<file path="src/common/eeprom_cfg.svh">
`ifndef EEPROM_CFG_SVH
`define EEPROM_CFG_SVH

// CLK cycles per SCL half period, 2 or more
`define EE_SCL_HALF 4

// device type code, upper nibble of the control byte
`define EE_DEV_CODE 4'b1010

// R/W bit, lsb of the control byte
`define EE_CTRL_WR 1'b0
`define EE_CTRL_RD 1'b1

`endif

</file>
<file path="src/common/eeprom_pkg.sv">
`default_nettype none

package eeprom_pkg;

    typedef enum logic
    {
        OP_WRITE = 1'b0,
        OP_READ  = 1'b1
    } eeprom_op_e;

    // block travels in the control byte, byte_addr as the word address
    typedef struct packed
    {
        logic [2:0] block;
        logic [7:0] byte_addr;
    } eeprom_blk_t;

    typedef union packed
    {
        logic [10:0] index;    // flat array index
        eeprom_blk_t blk;
    } eeprom_addr_u;

    typedef struct packed
    {
        eeprom_op_e   op;
        eeprom_addr_u addr;
        logic [7:0]   wdata;
    } eeprom_req_t;

    typedef struct packed
    {
        eeprom_op_e op;
        logic [7:0] rdata;     // zero for writes
        logic       nack;      // some ack bit came back high
    } eeprom_rsp_t;

    typedef enum logic [1:0]
    {
        BIT_START = 2'd0,
        BIT_STOP  = 2'd1,
        BIT_WRITE = 2'd2,
        BIT_READ  = 2'd3
    } bit_op_e;

    typedef struct packed
    {
        bit_op_e    op;
        logic [7:0] byte_out;
        logic       master_nack;   // read only, high sends NACK after the byte
    } bit_cmd_t;

    typedef struct packed
    {
        logic [7:0] byte_in;
        logic       ack_in;        // write only, low means acknowledged
    } bit_res_t;

endpackage

`default_nettype wire

</file>
<file path="src/eeprom_wr/i2c_shifter.sv">
`default_nettype none

`include "eeprom_cfg.svh"

module i2c_shifter
(
    input  logic                 CLK,
    input  logic                 RESET,
    input  logic                 cmd_valid,
    input  eeprom_pkg::bit_cmd_t cmd,
    output logic                 cmd_ready,
    output logic                 res_valid,
    output eeprom_pkg::bit_res_t res,
    output logic                 scl,
    output logic                 sda_low,
    input  logic                 sda_in
);

    localparam int HALF_LAST = `EE_SCL_HALF - 1;
    localparam int HW = $clog2(`EE_SCL_HALF);

    localparam logic [1:0] S_IDLE = 2'd0;
    localparam logic [1:0] S_BUSY = 2'd1;
    localparam logic [1:0] S_DONE = 2'd2;

    logic [1:0]          state;
    logic [HW-1:0]       hcnt;       // position inside the half period
    logic [4:0]          phase;      // half periods into the sequence
    eeprom_pkg::bit_op_e op;
    logic [7:0]          shreg;
    logic                mnack;
    logic                ack_r;
    logic                is_byte;
    logic                tick;
    logic                last_phase;
    logic [3:0]          bit_idx;
    logic                data_bit;

    assign cmd_ready = (state == S_IDLE);
    assign res_valid = (state == S_DONE);
    assign res = '{byte_in: shreg, ack_in: ack_r};

    assign is_byte = (op == eeprom_pkg::BIT_WRITE) || (op == eeprom_pkg::BIT_READ);
    assign tick = (hcnt == HW'(HALF_LAST));
    assign bit_idx = phase[4:1];    // 0..7 data, 8 ack
    assign last_phase = is_byte ? (phase == 5'd17) : (phase == 5'd1);

    // pull-low value for the current byte bit
    always_comb
    begin
        if (bit_idx < 4'd8)
            data_bit = (op == eeprom_pkg::BIT_WRITE) ? ~shreg[7] : 1'b0;
        else
            data_bit = (op == eeprom_pkg::BIT_READ) ? ~mnack : 1'b0;
    end

    always_ff @(posedge CLK)
    begin
        if (RESET)
        begin
            state   <= S_IDLE;
            hcnt    <= '0;
            phase   <= '0;
            ack_r   <= 1'b0;
            scl     <= 1'b1;    // bus released
            sda_low <= 1'b0;
        end
        else
        begin
            case (state)
                S_IDLE:
                begin
                    if (cmd_valid)
                    begin
                        state <= S_BUSY;
                        hcnt  <= '0;
                        phase <= '0;
                        ack_r <= 1'b0;
                    end
                end
                S_BUSY:
                begin
                    hcnt <= tick ? '0 : hcnt + 1'b1;
                    if (hcnt == '0)
                    begin
                        if (op == eeprom_pkg::BIT_START)
                        begin
                            scl     <= 1'b1;
                            sda_low <= phase[0];    // falls with scl high
                        end
                        else if (op == eeprom_pkg::BIT_STOP)
                        begin
                            scl     <= phase[0];
                            sda_low <= 1'b1;        // low before scl rises
                        end
                        else
                        begin
                            scl <= phase[0];        // low half then high half
                        end
                    end
                    // data moves one cycle after scl has fallen
                    if (is_byte && !phase[0] && hcnt == HW'(1))
                        sda_low <= data_bit;
                    if (tick)
                    begin
                        if (is_byte && phase[0] && bit_idx == 4'd8 &&
                            op == eeprom_pkg::BIT_WRITE)
                            ack_r <= sda_in;
                        if (last_phase)
                        begin
                            state <= S_DONE;
                            if (op == eeprom_pkg::BIT_STOP)
                                sda_low <= 1'b0;    // rises with scl high
                            else
                                scl <= 1'b0;
                        end
                        else
                        begin
                            phase <= phase + 1'b1;
                        end
                    end
                end
                S_DONE:
                begin
                    state <= S_IDLE;
                end
                default:
                begin
                    state <= S_IDLE;
                end
            endcase
        end
    end

    // one register serves both directions, msb first
    always_ff @(posedge CLK)
    begin
        if (state == S_IDLE && cmd_valid)
        begin
            op    <= cmd.op;
            shreg <= cmd.byte_out;
            mnack <= cmd.master_nack;
        end
        else if (state == S_BUSY && tick && is_byte && phase[0] && bit_idx < 4'd8)
        begin
            shreg <= {shreg[6:0], sda_in};  // sampled at end of scl high
        end
    end

endmodule

`default_nettype wire

</file>
<file path="src/eeprom_wr/eeprom_wr.sv">
`default_nettype none

`include "eeprom_cfg.svh"

module eeprom_wr
(
    input  logic                    CLK,
    input  logic                    RESET,
    input  logic                    req_valid,
    input  eeprom_pkg::eeprom_req_t req,
    output logic                    req_ready,
    output logic                    rsp_valid,
    output eeprom_pkg::eeprom_rsp_t rsp,
    input  logic                    rsp_ready,
    output logic                    cmd_valid,
    output eeprom_pkg::bit_cmd_t    cmd,
    input  logic                    cmd_ready,
    input  logic                    res_valid,
    input  eeprom_pkg::bit_res_t    res
);

    // one-hot state bit positions
    localparam int I_IDLE   = 0;
    localparam int I_START1 = 1;
    localparam int I_CTRL_W = 2;
    localparam int I_ADDR   = 3;
    localparam int I_DATA   = 4;
    localparam int I_START2 = 5;
    localparam int I_CTRL_R = 6;
    localparam int I_READ   = 7;
    localparam int I_STOP   = 8;
    localparam int I_RSP    = 9;
    localparam int NS       = 10;

    logic [NS-1:0]           st;
    logic [NS-1:0]           nxt;
    logic                    issued;    // command handed to the shifter
    logic                    nack_q;
    logic [7:0]              rdata_q;
    eeprom_pkg::eeprom_req_t req_q;

    assign req_ready = st[I_IDLE];
    assign rsp_valid = st[I_RSP];
    assign cmd_valid = !st[I_IDLE] && !st[I_RSP] && !issued;
    assign rsp = '{op: req_q.op, rdata: rdata_q, nack: nack_q};

    always_comb
    begin
        nxt = st;
        case (1'b1)
            st[I_IDLE]:
                if (req_valid)
                    nxt = NS'(1) << I_START1;
            st[I_START1]:
                if (res_valid)
                    nxt = NS'(1) << I_CTRL_W;
            st[I_CTRL_W]:
                if (res_valid)
                    nxt = NS'(1) << I_ADDR;
            st[I_ADDR]:
                if (res_valid)
                begin
                    if (req_q.op == eeprom_pkg::OP_WRITE)
                        nxt = NS'(1) << I_DATA;
                    else
                        nxt = NS'(1) << I_START2;   // repeated start
                end
            st[I_DATA]:
                if (res_valid)
                    nxt = NS'(1) << I_STOP;
            st[I_START2]:
                if (res_valid)
                    nxt = NS'(1) << I_CTRL_R;
            st[I_CTRL_R]:
                if (res_valid)
                    nxt = NS'(1) << I_READ;
            st[I_READ]:
                if (res_valid)
                    nxt = NS'(1) << I_STOP;
            st[I_STOP]:
                if (res_valid)
                    nxt = NS'(1) << I_RSP;
            st[I_RSP]:
                if (rsp_ready)
                    nxt = NS'(1) << I_IDLE;
            default:
                nxt = NS'(1) << I_IDLE;
        endcase
    end

    always_comb
    begin
        cmd = '{op: eeprom_pkg::BIT_START, byte_out: 8'h00, master_nack: 1'b0};
        case (1'b1)
            st[I_CTRL_W]:
            begin
                cmd.op       = eeprom_pkg::BIT_WRITE;
                cmd.byte_out = {`EE_DEV_CODE, req_q.addr.blk.block, `EE_CTRL_WR};
            end
            st[I_ADDR]:
            begin
                cmd.op       = eeprom_pkg::BIT_WRITE;
                cmd.byte_out = req_q.addr.blk.byte_addr;
            end
            st[I_DATA]:
            begin
                cmd.op       = eeprom_pkg::BIT_WRITE;
                cmd.byte_out = req_q.wdata;
            end
            st[I_CTRL_R]:
            begin
                cmd.op       = eeprom_pkg::BIT_WRITE;
                cmd.byte_out = {`EE_DEV_CODE, req_q.addr.blk.block, `EE_CTRL_RD};
            end
            st[I_READ]:
            begin
                cmd.op          = eeprom_pkg::BIT_READ;
                cmd.master_nack = 1'b1;    // single byte, end the read
            end
            st[I_STOP]:
                cmd.op = eeprom_pkg::BIT_STOP;
            default:
                cmd.op = eeprom_pkg::BIT_START;
        endcase
    end

    always_ff @(posedge CLK)
    begin
        if (RESET)
        begin
            st     <= NS'(1) << I_IDLE;
            issued <= 1'b0;
            nack_q <= 1'b0;
        end
        else
        begin
            st <= nxt;
            if (cmd_valid && cmd_ready)
                issued <= 1'b1;
            else if (res_valid)
                issued <= 1'b0;
            if (req_valid && req_ready)
                nack_q <= 1'b0;
            else if (res_valid)
                nack_q <= nack_q | res.ack_in;  // sticky, no abort
        end
    end

    always_ff @(posedge CLK)
    begin
        if (req_valid && req_ready)
        begin
            req_q   <= req;
            rdata_q <= 8'h00;
        end
        else if (res_valid && st[I_READ])
        begin
            rdata_q <= res.byte_in;
        end
    end

endmodule

`default_nettype wire

</file>
<file path="src/verilog/eeprom_wr_top.sv">
`default_nettype none

module eeprom_wr_top
(
    input  logic                    CLK,
    input  logic                    RESET,
    input  logic                    req_valid,
    input  eeprom_pkg::eeprom_req_t req,
    output logic                    req_ready,
    output logic                    rsp_valid,
    output eeprom_pkg::eeprom_rsp_t rsp,
    input  logic                    rsp_ready,
    output logic                    scl,
    output logic                    sda_low,
    input  logic                    sda_in
);

    logic                 cmd_valid;
    logic                 cmd_ready;
    eeprom_pkg::bit_cmd_t cmd;
    logic                 res_valid;
    eeprom_pkg::bit_res_t res;

    eeprom_wr i_eeprom_wr
    (
        .CLK       (CLK),
        .RESET     (RESET),
        .req_valid (req_valid),
        .req       (req),
        .req_ready (req_ready),
        .rsp_valid (rsp_valid),
        .rsp       (rsp),
        .rsp_ready (rsp_ready),
        .cmd_valid (cmd_valid),
        .cmd       (cmd),
        .cmd_ready (cmd_ready),
        .res_valid (res_valid),
        .res       (res)
    );

    // open drain, sda_low pulls the line
    i2c_shifter i_i2c_shifter
    (
        .CLK       (CLK),
        .RESET     (RESET),
        .cmd_valid (cmd_valid),
        .cmd       (cmd),
        .cmd_ready (cmd_ready),
        .res_valid (res_valid),
        .res       (res),
        .scl       (scl),
        .sda_low   (sda_low),
        .sda_in    (sda_in)
    );

endmodule

`default_nettype wire

</file>
<file path="config.mk">
export PLATFORM = sky130hd
export DESIGN_NAME = eeprom_wr_top
export DESIGN_NICKNAME = d
export VERILOG_FILES = /design/src/common/eeprom_pkg.sv /design/src/eeprom_wr/i2c_shifter.sv /design/src/eeprom_wr/eeprom_wr.sv /design/src/verilog/eeprom_wr_top.sv
export VERILOG_INCLUDE_DIRS = /design/src /design/src/common
export SDC_FILE = /design/constraint.sdc
export NUM_CORES = 1
export LEC_CHECK = 0
export ABC_AREA = 1
export BUFFER_PORTS_ARGS = -buffer_cell sky130_fd_sc_hd__buf_2
export CORE_MARGIN = 2
export CORE_UTILIZATION = 35
export CTS_CLUSTER_SIZE = 40
export DETAILED_ROUTE_END_ITERATION = 8
export GPL_TIMING_DRIVEN = 1
export PLACE_DENSITY = 0.58
export SETUP_SLACK_MARGIN = 0.3
export SLEW_MARGIN = 20
export SYNTH_ARGS = -nofsm -noshare
export SYNTH_HDL_FRONTEND = slang
export SYNTH_SLANG_ARGS = --single-unit
</file>
<file path="constraint.sdc">
create_clock -name CLK -period 2.2 [get_ports CLK]
set_clock_uncertainty 0.05 [all_clocks]
set_input_delay 0.55 -clock CLK [delete_from_list [all_inputs] [get_ports CLK]]
set_output_delay 0.55 -clock CLK [all_outputs]
set_load 0.1 [all_outputs]
</file>
# Yosys cells after proc, flatten, opt, wreduce, memory -nomap -nowiden
# Cells that the tools add are included.
# W data, S select, Z words.
word_totals:
  register_bits: 63
  latch_bits: 0
  ram_bits: 0
  mem_bits_ro: 0
  input_bits: 25
  out_inout_bits: 14
  word_cells: 159
  memories: 0
op_classes:
  add_sub_neg: 2
  multipliers: 0
  div_mod_pow: 0
  magnitude_cmp: 1
  eq_ne: 24
  n_shift: 0
  n_mux: 63
  bitwise: 3
  reduce_logical: 40
op_table:
  columns: ["operator", "n"]
  rows:
  - ["$mux W10", 20]
  - ["$mux W8", 6]
  - ["$mux W1", 24]
  - ["$ne A3 B2 Y1 const B", 8]
  - ["$mux W5", 3]
  - ["$logic_and A1 B1 Y1", 14]
  - ["$reduce_and A4 Y1", 3]
  - ["$mux W2", 5]
  - ["$pmux W5 S2", 1]
  - ["$reduce_and A9 Y1", 1]
  - ["$eq A2 B2 Y1 const B", 4]
  - ["$ne A2 B1 Y1 const B", 4]
  - ["$pmux W2 S2", 2]
  - ["$reduce_and A8 Y1", 1]
  - ["$reduce_and A7 Y1", 1]
  - ["$eq A2 B1 Y1 const B", 3]
  - ["$logic_not A2 Y1", 3]
  - ["$mux W6", 1]
  - ["$reduce_and A3 Y1", 2]
  - ["$reduce_and A6 Y1", 1]
  - ["$reduce_bool A2 Y1", 3]
  - ["$add A5 B1 Y5 const B", 1]
  - ["$eq A5 B1 Y1 const B", 1]
  - ["$eq A5 B5 Y1 const B", 1]
  - ["other kinds (14)", 20]

# Depth between registers and ports, before layout
# Gate-level depths: netlist of the first run.
depth:
  ltp_word: 11
  ltp_mapped: 9
  ltp_nobuf: 9

# Modules after synthesis
# Synthesis of the first run repeated with hierarchy kept, for this count alone.
unflattened:
  hier_cells: 365
  hier_area_um2: 3088.0
by_module_without_submodules:
  columns: ["module", "n_inst", "cells_each", "area_each_um2", "seq_area_each_um2"]
  rows:
  - ["eeprom_wr", 1, 209, 1805.5, 1001.0]
  - ["i2c_shifter", 1, 156, 1282.5, 570.5]

# Worst setup path before layout of the first run
# Ideal clock, no wire load.
synth_timing:
  path_kind: "register to register"
  from: "register i_eeprom_wr.st[0]"
  to: "register i_eeprom_wr.req_q[0] (netlist name), enable pin"
  setup_ns: 0.373
  arrival_ns: 1.727
  t_required_ns: 1.777
  path_slack_ns: 0.050
  path_stages_with_launch: 4
  n_path_buf: 1
  synth_period_minus_slack_ns: 2.150
  path_cell_list: "dfxtp_1 > buf_4 > nand2_1 > clkinv_1"
synth_via:
  elab_chain_cells: 1
synth_lines:
  columns: ["element", "line", "rtl"]
  rows:
  - ["start: declaration", "eeprom_wr.sv:35", "logic [NS-1:0] st;"]
  - ["start signal: assignment", "eeprom_wr.sv:131", "st <= NS'(1) << I_IDLE;"]
  - ["start signal: assignment", "eeprom_wr.sv:137", "st <= nxt;"]
  - ["$logic_and A1 B1 Y1", "eeprom_wr.sv:151", "if (req_valid && req_ready)"]
  - ["end signal: assignment", "eeprom_wr.sv:153", "req_q <= req;"]
  - ["end: declaration", "eeprom_wr.sv:40", "eeprom_pkg::eeprom_req_t req_q;"]
# No other way between the ends.
# A chain may end at the register's enable or synchronous reset.

# Worst setup path in the final report of the first run
layout_timing:
  from: "register i_eeprom_wr.st[0]"
  to: "output port req_ready"
layout_rtl:
  columns: ["element", "line", "rtl"]
  rows:
  - ["end: declaration", "eeprom_wr_top.sv:9", "output logic req_ready,"]
# No word-level cell between the ends.

==> summary.txt, run 1 <==
Outcome
  • Status: completed

Placement
  • RD Place Congestion: around 0.9
  • Dpl ws: between 0.2 and 0.25 ns
  • Dpl cell area: about 3300 sq um
  • Port Buf Inserts: 38
  • Post-DP HPWL: 4.813 mm

STA
  • Pins over their slew limit: 0
  • Post-Route Setup TNS: 0 ns
  • Relative slew slack: between 50% and 60%
  • Final setup fails: 0
  • Tmin final: 1.782 ns
  • RSZ-0062 raised after global routing: false
  • Final worst slack: 0.4180 ns
  • Final hold violations: 0
  • Period utilization: between 80% and 90%
  • FMAX: roughly 560 MHz
  • Worst Tran Pin Value: 0.6348 ns

Setup path
  • WP buf/inv: 1
  • Worst-path cell with the longest stage delay: dfxtp_2
  • Critical Path Start: i_eeprom_wr.st[0]$_SDFF_PP1_
  • R2R Path End: i_i2c_shifter.shreg[1]$_DFFE_PP_
  • Crit path DAT: ~1.2 ns
  • Critical Path Sink Type: output port
  • Crit path kind: register to output port
  • CP Cell Sequence: buf_4
  • Critical R2R Launch: i_i2c_shifter.state[1]$_SDFFE_PP0P_
  • FF-to-FF path depth: 3
  • CP Launch Type: register
  • Worst EP required: 1.60 ns
  • CP max FO: 13
  • Instance count on the critical path: 1
  • Worst setup path end: req_ready
  • Delay-heaviest family, CP: flip-flops
  • CP max stage delay: a little under 0.5 ns
  • R2R setup slack: approximately 0.47 ns

Clock network
  • Clk buf depth: 2
  • # H-tree levels: 3
  • Post-CTS Setup Bufs: 0
  • Clock Root Buffer: clkbuf_8
  • CTS Sinks: 63
  • Total CTS buffers: 9
  • Clock latency on the worst-skew pair: 0.35 ns
  • TritonCTS clock tree: yes
  • Clk slew on worst S/H paths: roughly 0.08 ns

Global route
  • First-pass GRT wire length: 11.17 mm
  • Vias in the first global route: 2369
  • Grt total ovfl: 0
  • Largest net degree at the start of global routing: 30
  • Initial antenna violation count: 0
  • GRT Overall Usage: between 10% and 20%

Floorplanning
  • Die Ht: about 97 um
  • Die ar.: ~9400 sq um
  • Initial Util: a little over a third
  • # IOs: 39
  • Site Rows: 33
  • Horiz. Die Dim: 96.72 um
  • Core Area: between 8000 and 9000 sq um

Layout
  • FF+latch area: around 1600 sq um
  • Syn-to-layout area delta: 17.71%
  • Final #Nets: 420
  • Final Cell Area: between 3000 and 4000 sq um
  • # fillers: ~830
  • # diodes: 0
  • Area occupied by multi-input gates: around 1300 sq um
  • Layout cells sized above 1: 23.04%
  • Fin util: a little over two fifths

Synthesis
  • Syn_area_per_cell: 8.647 sq um
  • Post-synth ARST share: 0%
  • Number of flops mapped to enable cells by yosys: 31
  • Post-synthesis sequential area ratio: between 50% and 60%
  • Number of library cell types mapped by synthesis: 42
  • Synth Cell Area: ~3000 sq um
  • Dominant synthesized flop cell: dfxtp_1
  • Mapped Nets: 378
  • Seq cells post-synth: 63
  • Syn. warnings: 0
  • Cells after synthesis: about 350

Worst hold path
  • Min-delay worst type: input pin to register
  • Hold path depth: 1

Routing
  • Drt initial violations: 135
  • Final wirelength: about 6.6 mm
  • Vias after detailed routing: ~2400
  • DRC violations left: 0
  • TritonRoute pass-1 iters: 4
  • DR vias/cell: slightly below 5
  • Final ANT Viol Nets: 0
  • WL/cell: 13.13 um

Power and ir drop
  • Power Density: approximately 800 nW/um^2
  • Total power: approximately 2900 uW
  • Max IR drop VDD: ~0.00037 V
  • Leak pwr: 0.001459 uW

Job
  • Maxcap violations: 0
==> flip-flops by register name, summed over array words and instances (netlist names) <==
signal                 cells
i_eeprom_wr.rsp            1
i_i2c_shifter.state        2
i_i2c_shifter.ack_r        1
i_i2c_shifter.scl          1
i_eeprom_wr.nack_q         1
i_eeprom_wr.rdata_q        8
i_i2c_shifter.hcnt         2
i_i2c_shifter.op           2
i_i2c_shifter.mnack        1
i_eeprom_wr.req_q         19
i_i2c_shifter.shreg        8
i_i2c_shifter.sda_low      1
i_eeprom_wr.issued         1
i_eeprom_wr.st            10
i_i2c_shifter.phase        5
==> cell usage in the layout, fill, tap and decap left out, types with 9 or more instances in the layout <==
| cell type | instances |
|---|---|
| buf_2 | 37 |
| a21oi_1 | 28 |
| edfxtp_1 | 31 |
| inv_1 | 22 |
| dfxtp_1 | 30 |
| clkbuf_8 | 9 |
| nand2_1 | 75 |
| nand3_1 | 26 |
| inv_2 | 9 |
| nor2_1 | 43 |
==> area by class of cell <==
class	instances	share of cell area (%)
Clock inverter	7	2.861
Inverter	32	3.391
Timing Repair Buffer	42	6.288
Tap cell	105	3.709
Multi-Input combinational cell	242	35.82
Sequential cell	63	44.44
Clock buffer	9	3.497
==> power by group <==
part | switching [uW] | internal (uW) | leakage [uW]
combinational | 285 | 117 | 0.000798
sequential | 46.2 | 1310 | 0.000554
clock | 496 | 649 | 0.000107
total | 827 | 2080 | 0.00146
==> worst min-delay path by stage <==
stage | from | endpoint | slack [ns]
finish | req[4] | i_eeprom_wr.req_q[4]$_DFFE_PP_ | 0.32
global route | req[14] | i_eeprom_wr.req_q[14]$_DFFE_PP_ | 0.30
CTS | req[5] | i_eeprom_wr.req_q[5]$_DFFE_PP_ | 0.30
detailed placement | i_eeprom_wr.rdata_q[2]$_SDFFE_PP0P_ | i_eeprom_wr.rdata_q[2]$_SDFFE_PP0P_ | 0.40
global placement | i_eeprom_wr.rdata_q[2]$_SDFFE_PP0P_ | i_eeprom_wr.rdata_q[2]$_SDFFE_PP0P_ | 0.40
floorplan | i_eeprom_wr.nack_q$_SDFFE_PP0N_ | i_eeprom_wr.nack_q$_SDFFE_PP0N_ | 0.39
==> per-stage QoR <==
step | std cells | hold slack [ns]
after global placement | 484 | 0.4005
after CTS | 500 | 0.3006
final | 500 | 0.3217
after global routing | 500 | 0.3045
after floorplan | 348 | 0.3886
after detailed placement | 484 | 0.4044
==> cells in the mapped netlist (3+ instances only) <==
library cell	number	area [sq um]
a21oi_1	28	140.1
a22o_1	3	26.28
buf_2	3	15.01
buf_4	4	30.03
dfxtp_1	32	640.6
edfxtp_1	31	930.9
ha_1	5	62.56
inv_1	22	82.58
inv_2	9	33.78
nand2_1	75	281.5
nand2_2	4	25.02
nand2_4	3	33.78
nand3_1	26	130.1
nand4_1	3	18.77
nor2_1	43	161.4
nor2_2	4	25.02
nor3_1	5	25.02
o211ai_1	4	30.03
o21ai_0	8	40.04
o21ai_1	5	25.02
xor2_1	3	26.28
==> cells by family (layout without fill, tap and decap cells) <==
group | Yosys count | in the layout | share of synthesized area (%)
DFF | 63 | 63 | 52.22
xor gates and xnor gates | 3 | 3 | 0.8733
buffers and inverters | 43 | 90 | 6.237
AOI/OAI and AO/OA | 63 | 63 | 12.72
adders and majority gates | 5 | 5 | 2.079
and+or+nand+nor | 171 | 171 | 25.86
==> timing repair <==
action                     in CTS  in global routing
setup endpoints to repair       9                  0
hold buffers                    0                  0
resized for setup               2                  0
==> routing by layer <==
metal / routed length (um) / part of all wire [%] / global-route usage (%)
met1: 3070 / 47 / 19.48
met2: 3071 / 47 / 22.97
met3: 326 / 5.0 / 4.263
met4: 97 / 1.5 / 6.176
met5: 0 / 0 / 0
(Power assumes the default switching activity.)
==> run 2, diff against run 1 <==
Clock period 2.2 ns to 1.76 ns, I/O delays scaled along.
==> run 2 against run 1 <==
- sequential share of layout area decreased by 3.1 points
- power increased by 24%
- clock-buffer cell count unchanged
- clock power increased by 13%
- sequential power increased by 26%
- cell area increased by 8.4%
- worst setup slack got worse by 0.098 ns
- global-route usage decreased by 0.46 points
- final cell count increased by 2.0%
- sequential cell count unchanged
- register-to-register slack got worse by 0.13 ns
- critical path depth unchanged
- critical path type unchanged
- largest cell class unchanged
- highest routed layer unchanged
==> summary.txt, run 2 (synthesized netlist as in run 1, its figures left out) <==
Setup path
  • CP max stage delay: 0.41 ns (-0.08 ns)
  • FF-to-FF path depth: 6 (+3)
  • Critical R2R Launch: i_i2c_shifter.state[0]$_SDFFE_PP0P_
  • Critical Path Start: i_eeprom_wr.rsp[9]$_DFFE_PP_
  • CP Cell Sequence: buf_6
  • WP buf/inv: 1 (unchanged)
  • Delay-heaviest family, CP: flip-flops
  • CP Launch Type: register
  • R2R setup slack: 0.34 ns (-0.13 ns)
  • Crit path kind: register to output port
  • CP max FO: 2 (-11)
  • Crit path DAT: 0.95 ns (-0.23 ns)
  • Worst EP required: 1.27 ns (-0.33 ns)
  • Instance count on the critical path: 1 (unchanged)
  • Critical Path Sink Type: output port
  • R2R Path End: i_i2c_shifter.shreg[5]$_DFFE_PP_
  • Worst setup path end: rsp[9]
  • Worst-path cell with the longest stage delay: edfxtp_1

Routing
  • WL/cell: 13.01 um (-0.87%)
  • TritonRoute pass-1 iters: 6 (+2)
  • Final ANT Viol Nets: 0 (unchanged)
  • Drt initial violations: 134 (-0.74%)
  • DRC violations left: 0 (unchanged)
  • Vias after detailed routing: 2489 (+1.8%)
  • Final wirelength: 6.637 mm (+1.1%)
  • DR vias/cell: 4.880 (-0.20%)

STA
  • Final setup fails: 0 (unchanged)
  • Final worst slack: 0.3195 ns (-0.09847 ns)
  • Post-Route Setup TNS: 0 ns (unchanged)
  • Tmin final: approximately 1.4 ns
  • Pins over their slew limit: 0 (unchanged)
  • RSZ-0062 raised after global routing: true
  • FMAX: roughly 690 MHz
  • Worst Tran Pin Value: 0.3377 ns (-0.2971 ns)
  • Period utilization: around 80%
  • Final hold violations: 0 (unchanged)
  • Relative slew slack: 77.45% (+20 points)

Floorplanning
  • Die ar.: 9355 sq um (unchanged)
  • Site Rows: 33 (unchanged)
  • # IOs: 39 (unchanged)
  • Core Area: 8258 sq um (unchanged)
  • Horiz. Die Dim: 96.72 um (unchanged)
  • Die Ht: 96.72 um (unchanged)
  • Initial Util: 36.44% (unchanged)

Clock network
  • TritonCTS clock tree: yes
  • CTS Sinks: 63 (unchanged)
  • Clock Root Buffer: clkbuf_8
  • Cts hold-fix bufs: 0 (unchanged)
  • # H-tree levels: 3 (unchanged)
  • Total CTS buffers: 9 (unchanged)
  • Clk buf depth: 2 (unchanged)
  • Clock latency on the worst-skew pair: 0.34 ns (about the same)
  • Clk slew on worst S/H paths: 0.08 ns (about the same)

Layout
  • Largest registers: i_eeprom_wr.req_q (19), i_eeprom_wr.st (10)
  • Final #Nets: 430 (+2.4%)
  • Layout cells sized above 1: 29.63% (+6.6 points)
  • Top reg by flops: i_eeprom_wr.req_q
  • FF+latch area: 1588 sq um (+0.87%)
  • Area occupied by multi-input gates: 1346 sq um (+6.1%)
  • Fin util: 46.48% (+3.6 points)
  • Max reg flops: 19 (unchanged)
  • Syn-to-layout area delta: 27.57%
  • # diodes: 0 (unchanged)
  • # fillers: 793 (-4.2%)
  • Commonest non-fill, non-tap cell in the layout: nand2_1
  • Most frequent cells in the layout: 74 x nand2_1, 41 x nor2_1, 31 x edfxtp_1

Worst hold path
  • Worst hold path startpoint: req[5]
  • Min-delay worst type: input pin to register

Power and ir drop
  • Total power: 3592 uW (+24%)
  • Max IR drop VDD: 0.0004638 V (+25%)
  • Power Density: 935.7 nW/um^2 (+14%)
  • Leak pwr: 0.001539 uW (+5.5%)

Global route
  • Vias in the first global route: 2439 (+3.0%)
  • Largest net degree at the start of global routing: 30 (unchanged)
  • Grt total ovfl: 0 (unchanged)
  • Initial antenna violation count: 0 (unchanged)
  • First-pass GRT wire length: 11.21 mm (+0.30%)
  • GRT Overall Usage: 14.38% (-0.46 points)

Outcome
  • Status: completed

Placement
  • Port Buf Inserts: 38 (unchanged)
  • RD Place Congestion: 0.9111 (-0.97%)
  • Post-DP HPWL: 4.724 mm (-1.8%)
  • Dpl ws: 0.1781 ns (-0.05045 ns)

Job
  • Maxcap violations: 0 (unchanged)
-- run 2: cell types whose count changed in the layout (fill, tap and decap cells not counted), moves of 3 or more --
cell / previous run / this run
buf_6: 0 / 9
dfxtp_2: 2 / 7
buf_2: 37 / 24
buf_4: 5 / 11
buf_12: 0 / 4
buf_8: 0 / 3
clkinv_4: 0 / 3
dfxtp_1: 30 / 23
-- run 2: worst min-delay path by stage --
stage               slack [ns]                                   to  cells past startpoint
global route              0.19         i_eeprom_wr.rsp[9]$_DFFE_PP_                      1
CTS                       0.20       i_eeprom_wr.req_q[5]$_DFFE_PP_                      1
detailed placement        0.41     i_i2c_shifter.ack_r$_SDFFE_PP0P_                      2
floorplan                 0.39      i_eeprom_wr.nack_q$_SDFFE_PP0N_                      2
finish                    0.22       i_eeprom_wr.req_q[5]$_DFFE_PP_                      1
global placement          0.40  i_eeprom_wr.rdata_q[2]$_SDFFE_PP0P_                      2
-- run 2: metal layers --
layer	GRT usage, %	routed length (um)	up-vias
met3	4.335	296	7
li1	-	-	1285
met5	0	0	-
met1	18.79	3190	1137
met4	4.550	76	0
met2	22.92	3074	60
-- run 2: power by group --
group	internal [uW]	switching (uW)	leakage [uW]
sequential	1650	62.9	0.000558
clock	671	617	0.000105
combinational	214	381	0.000877
-- run 2: layout make-up --
type / count / area share (%)
clock buffer: 9 / 3.227
tap: 105 / 3.422
multi-input combinational: 242 / 35.07
timing repair buffer: 52 / 11.31
clock inverter: 7 / 2.053
sequential: 63 / 41.36
inverter: 32 / 3.553
-- run 2: what timing repair did --
action                                  4_1_cts  5_1_grt
endpoints found under the setup margin       39       31
pin swaps                                     2        3
endpoints found under the hold margin         0        0
buffers inserted                              2        6
gates resized for setup                      34       27
gates cloned                                  0        0
-- run 2: metrics by stage --
stage          instances  area, sq um  hold slack, ns
2_1_floorplan        348         3050          0.3886
3_3_place_gp         486         3349          0.3989
3_5_place_dp         486         3349          0.4050
4_1_cts              504         3686          0.2016
5_1_grt              510         3839          0.1913
6_report             510         3839          0.2199
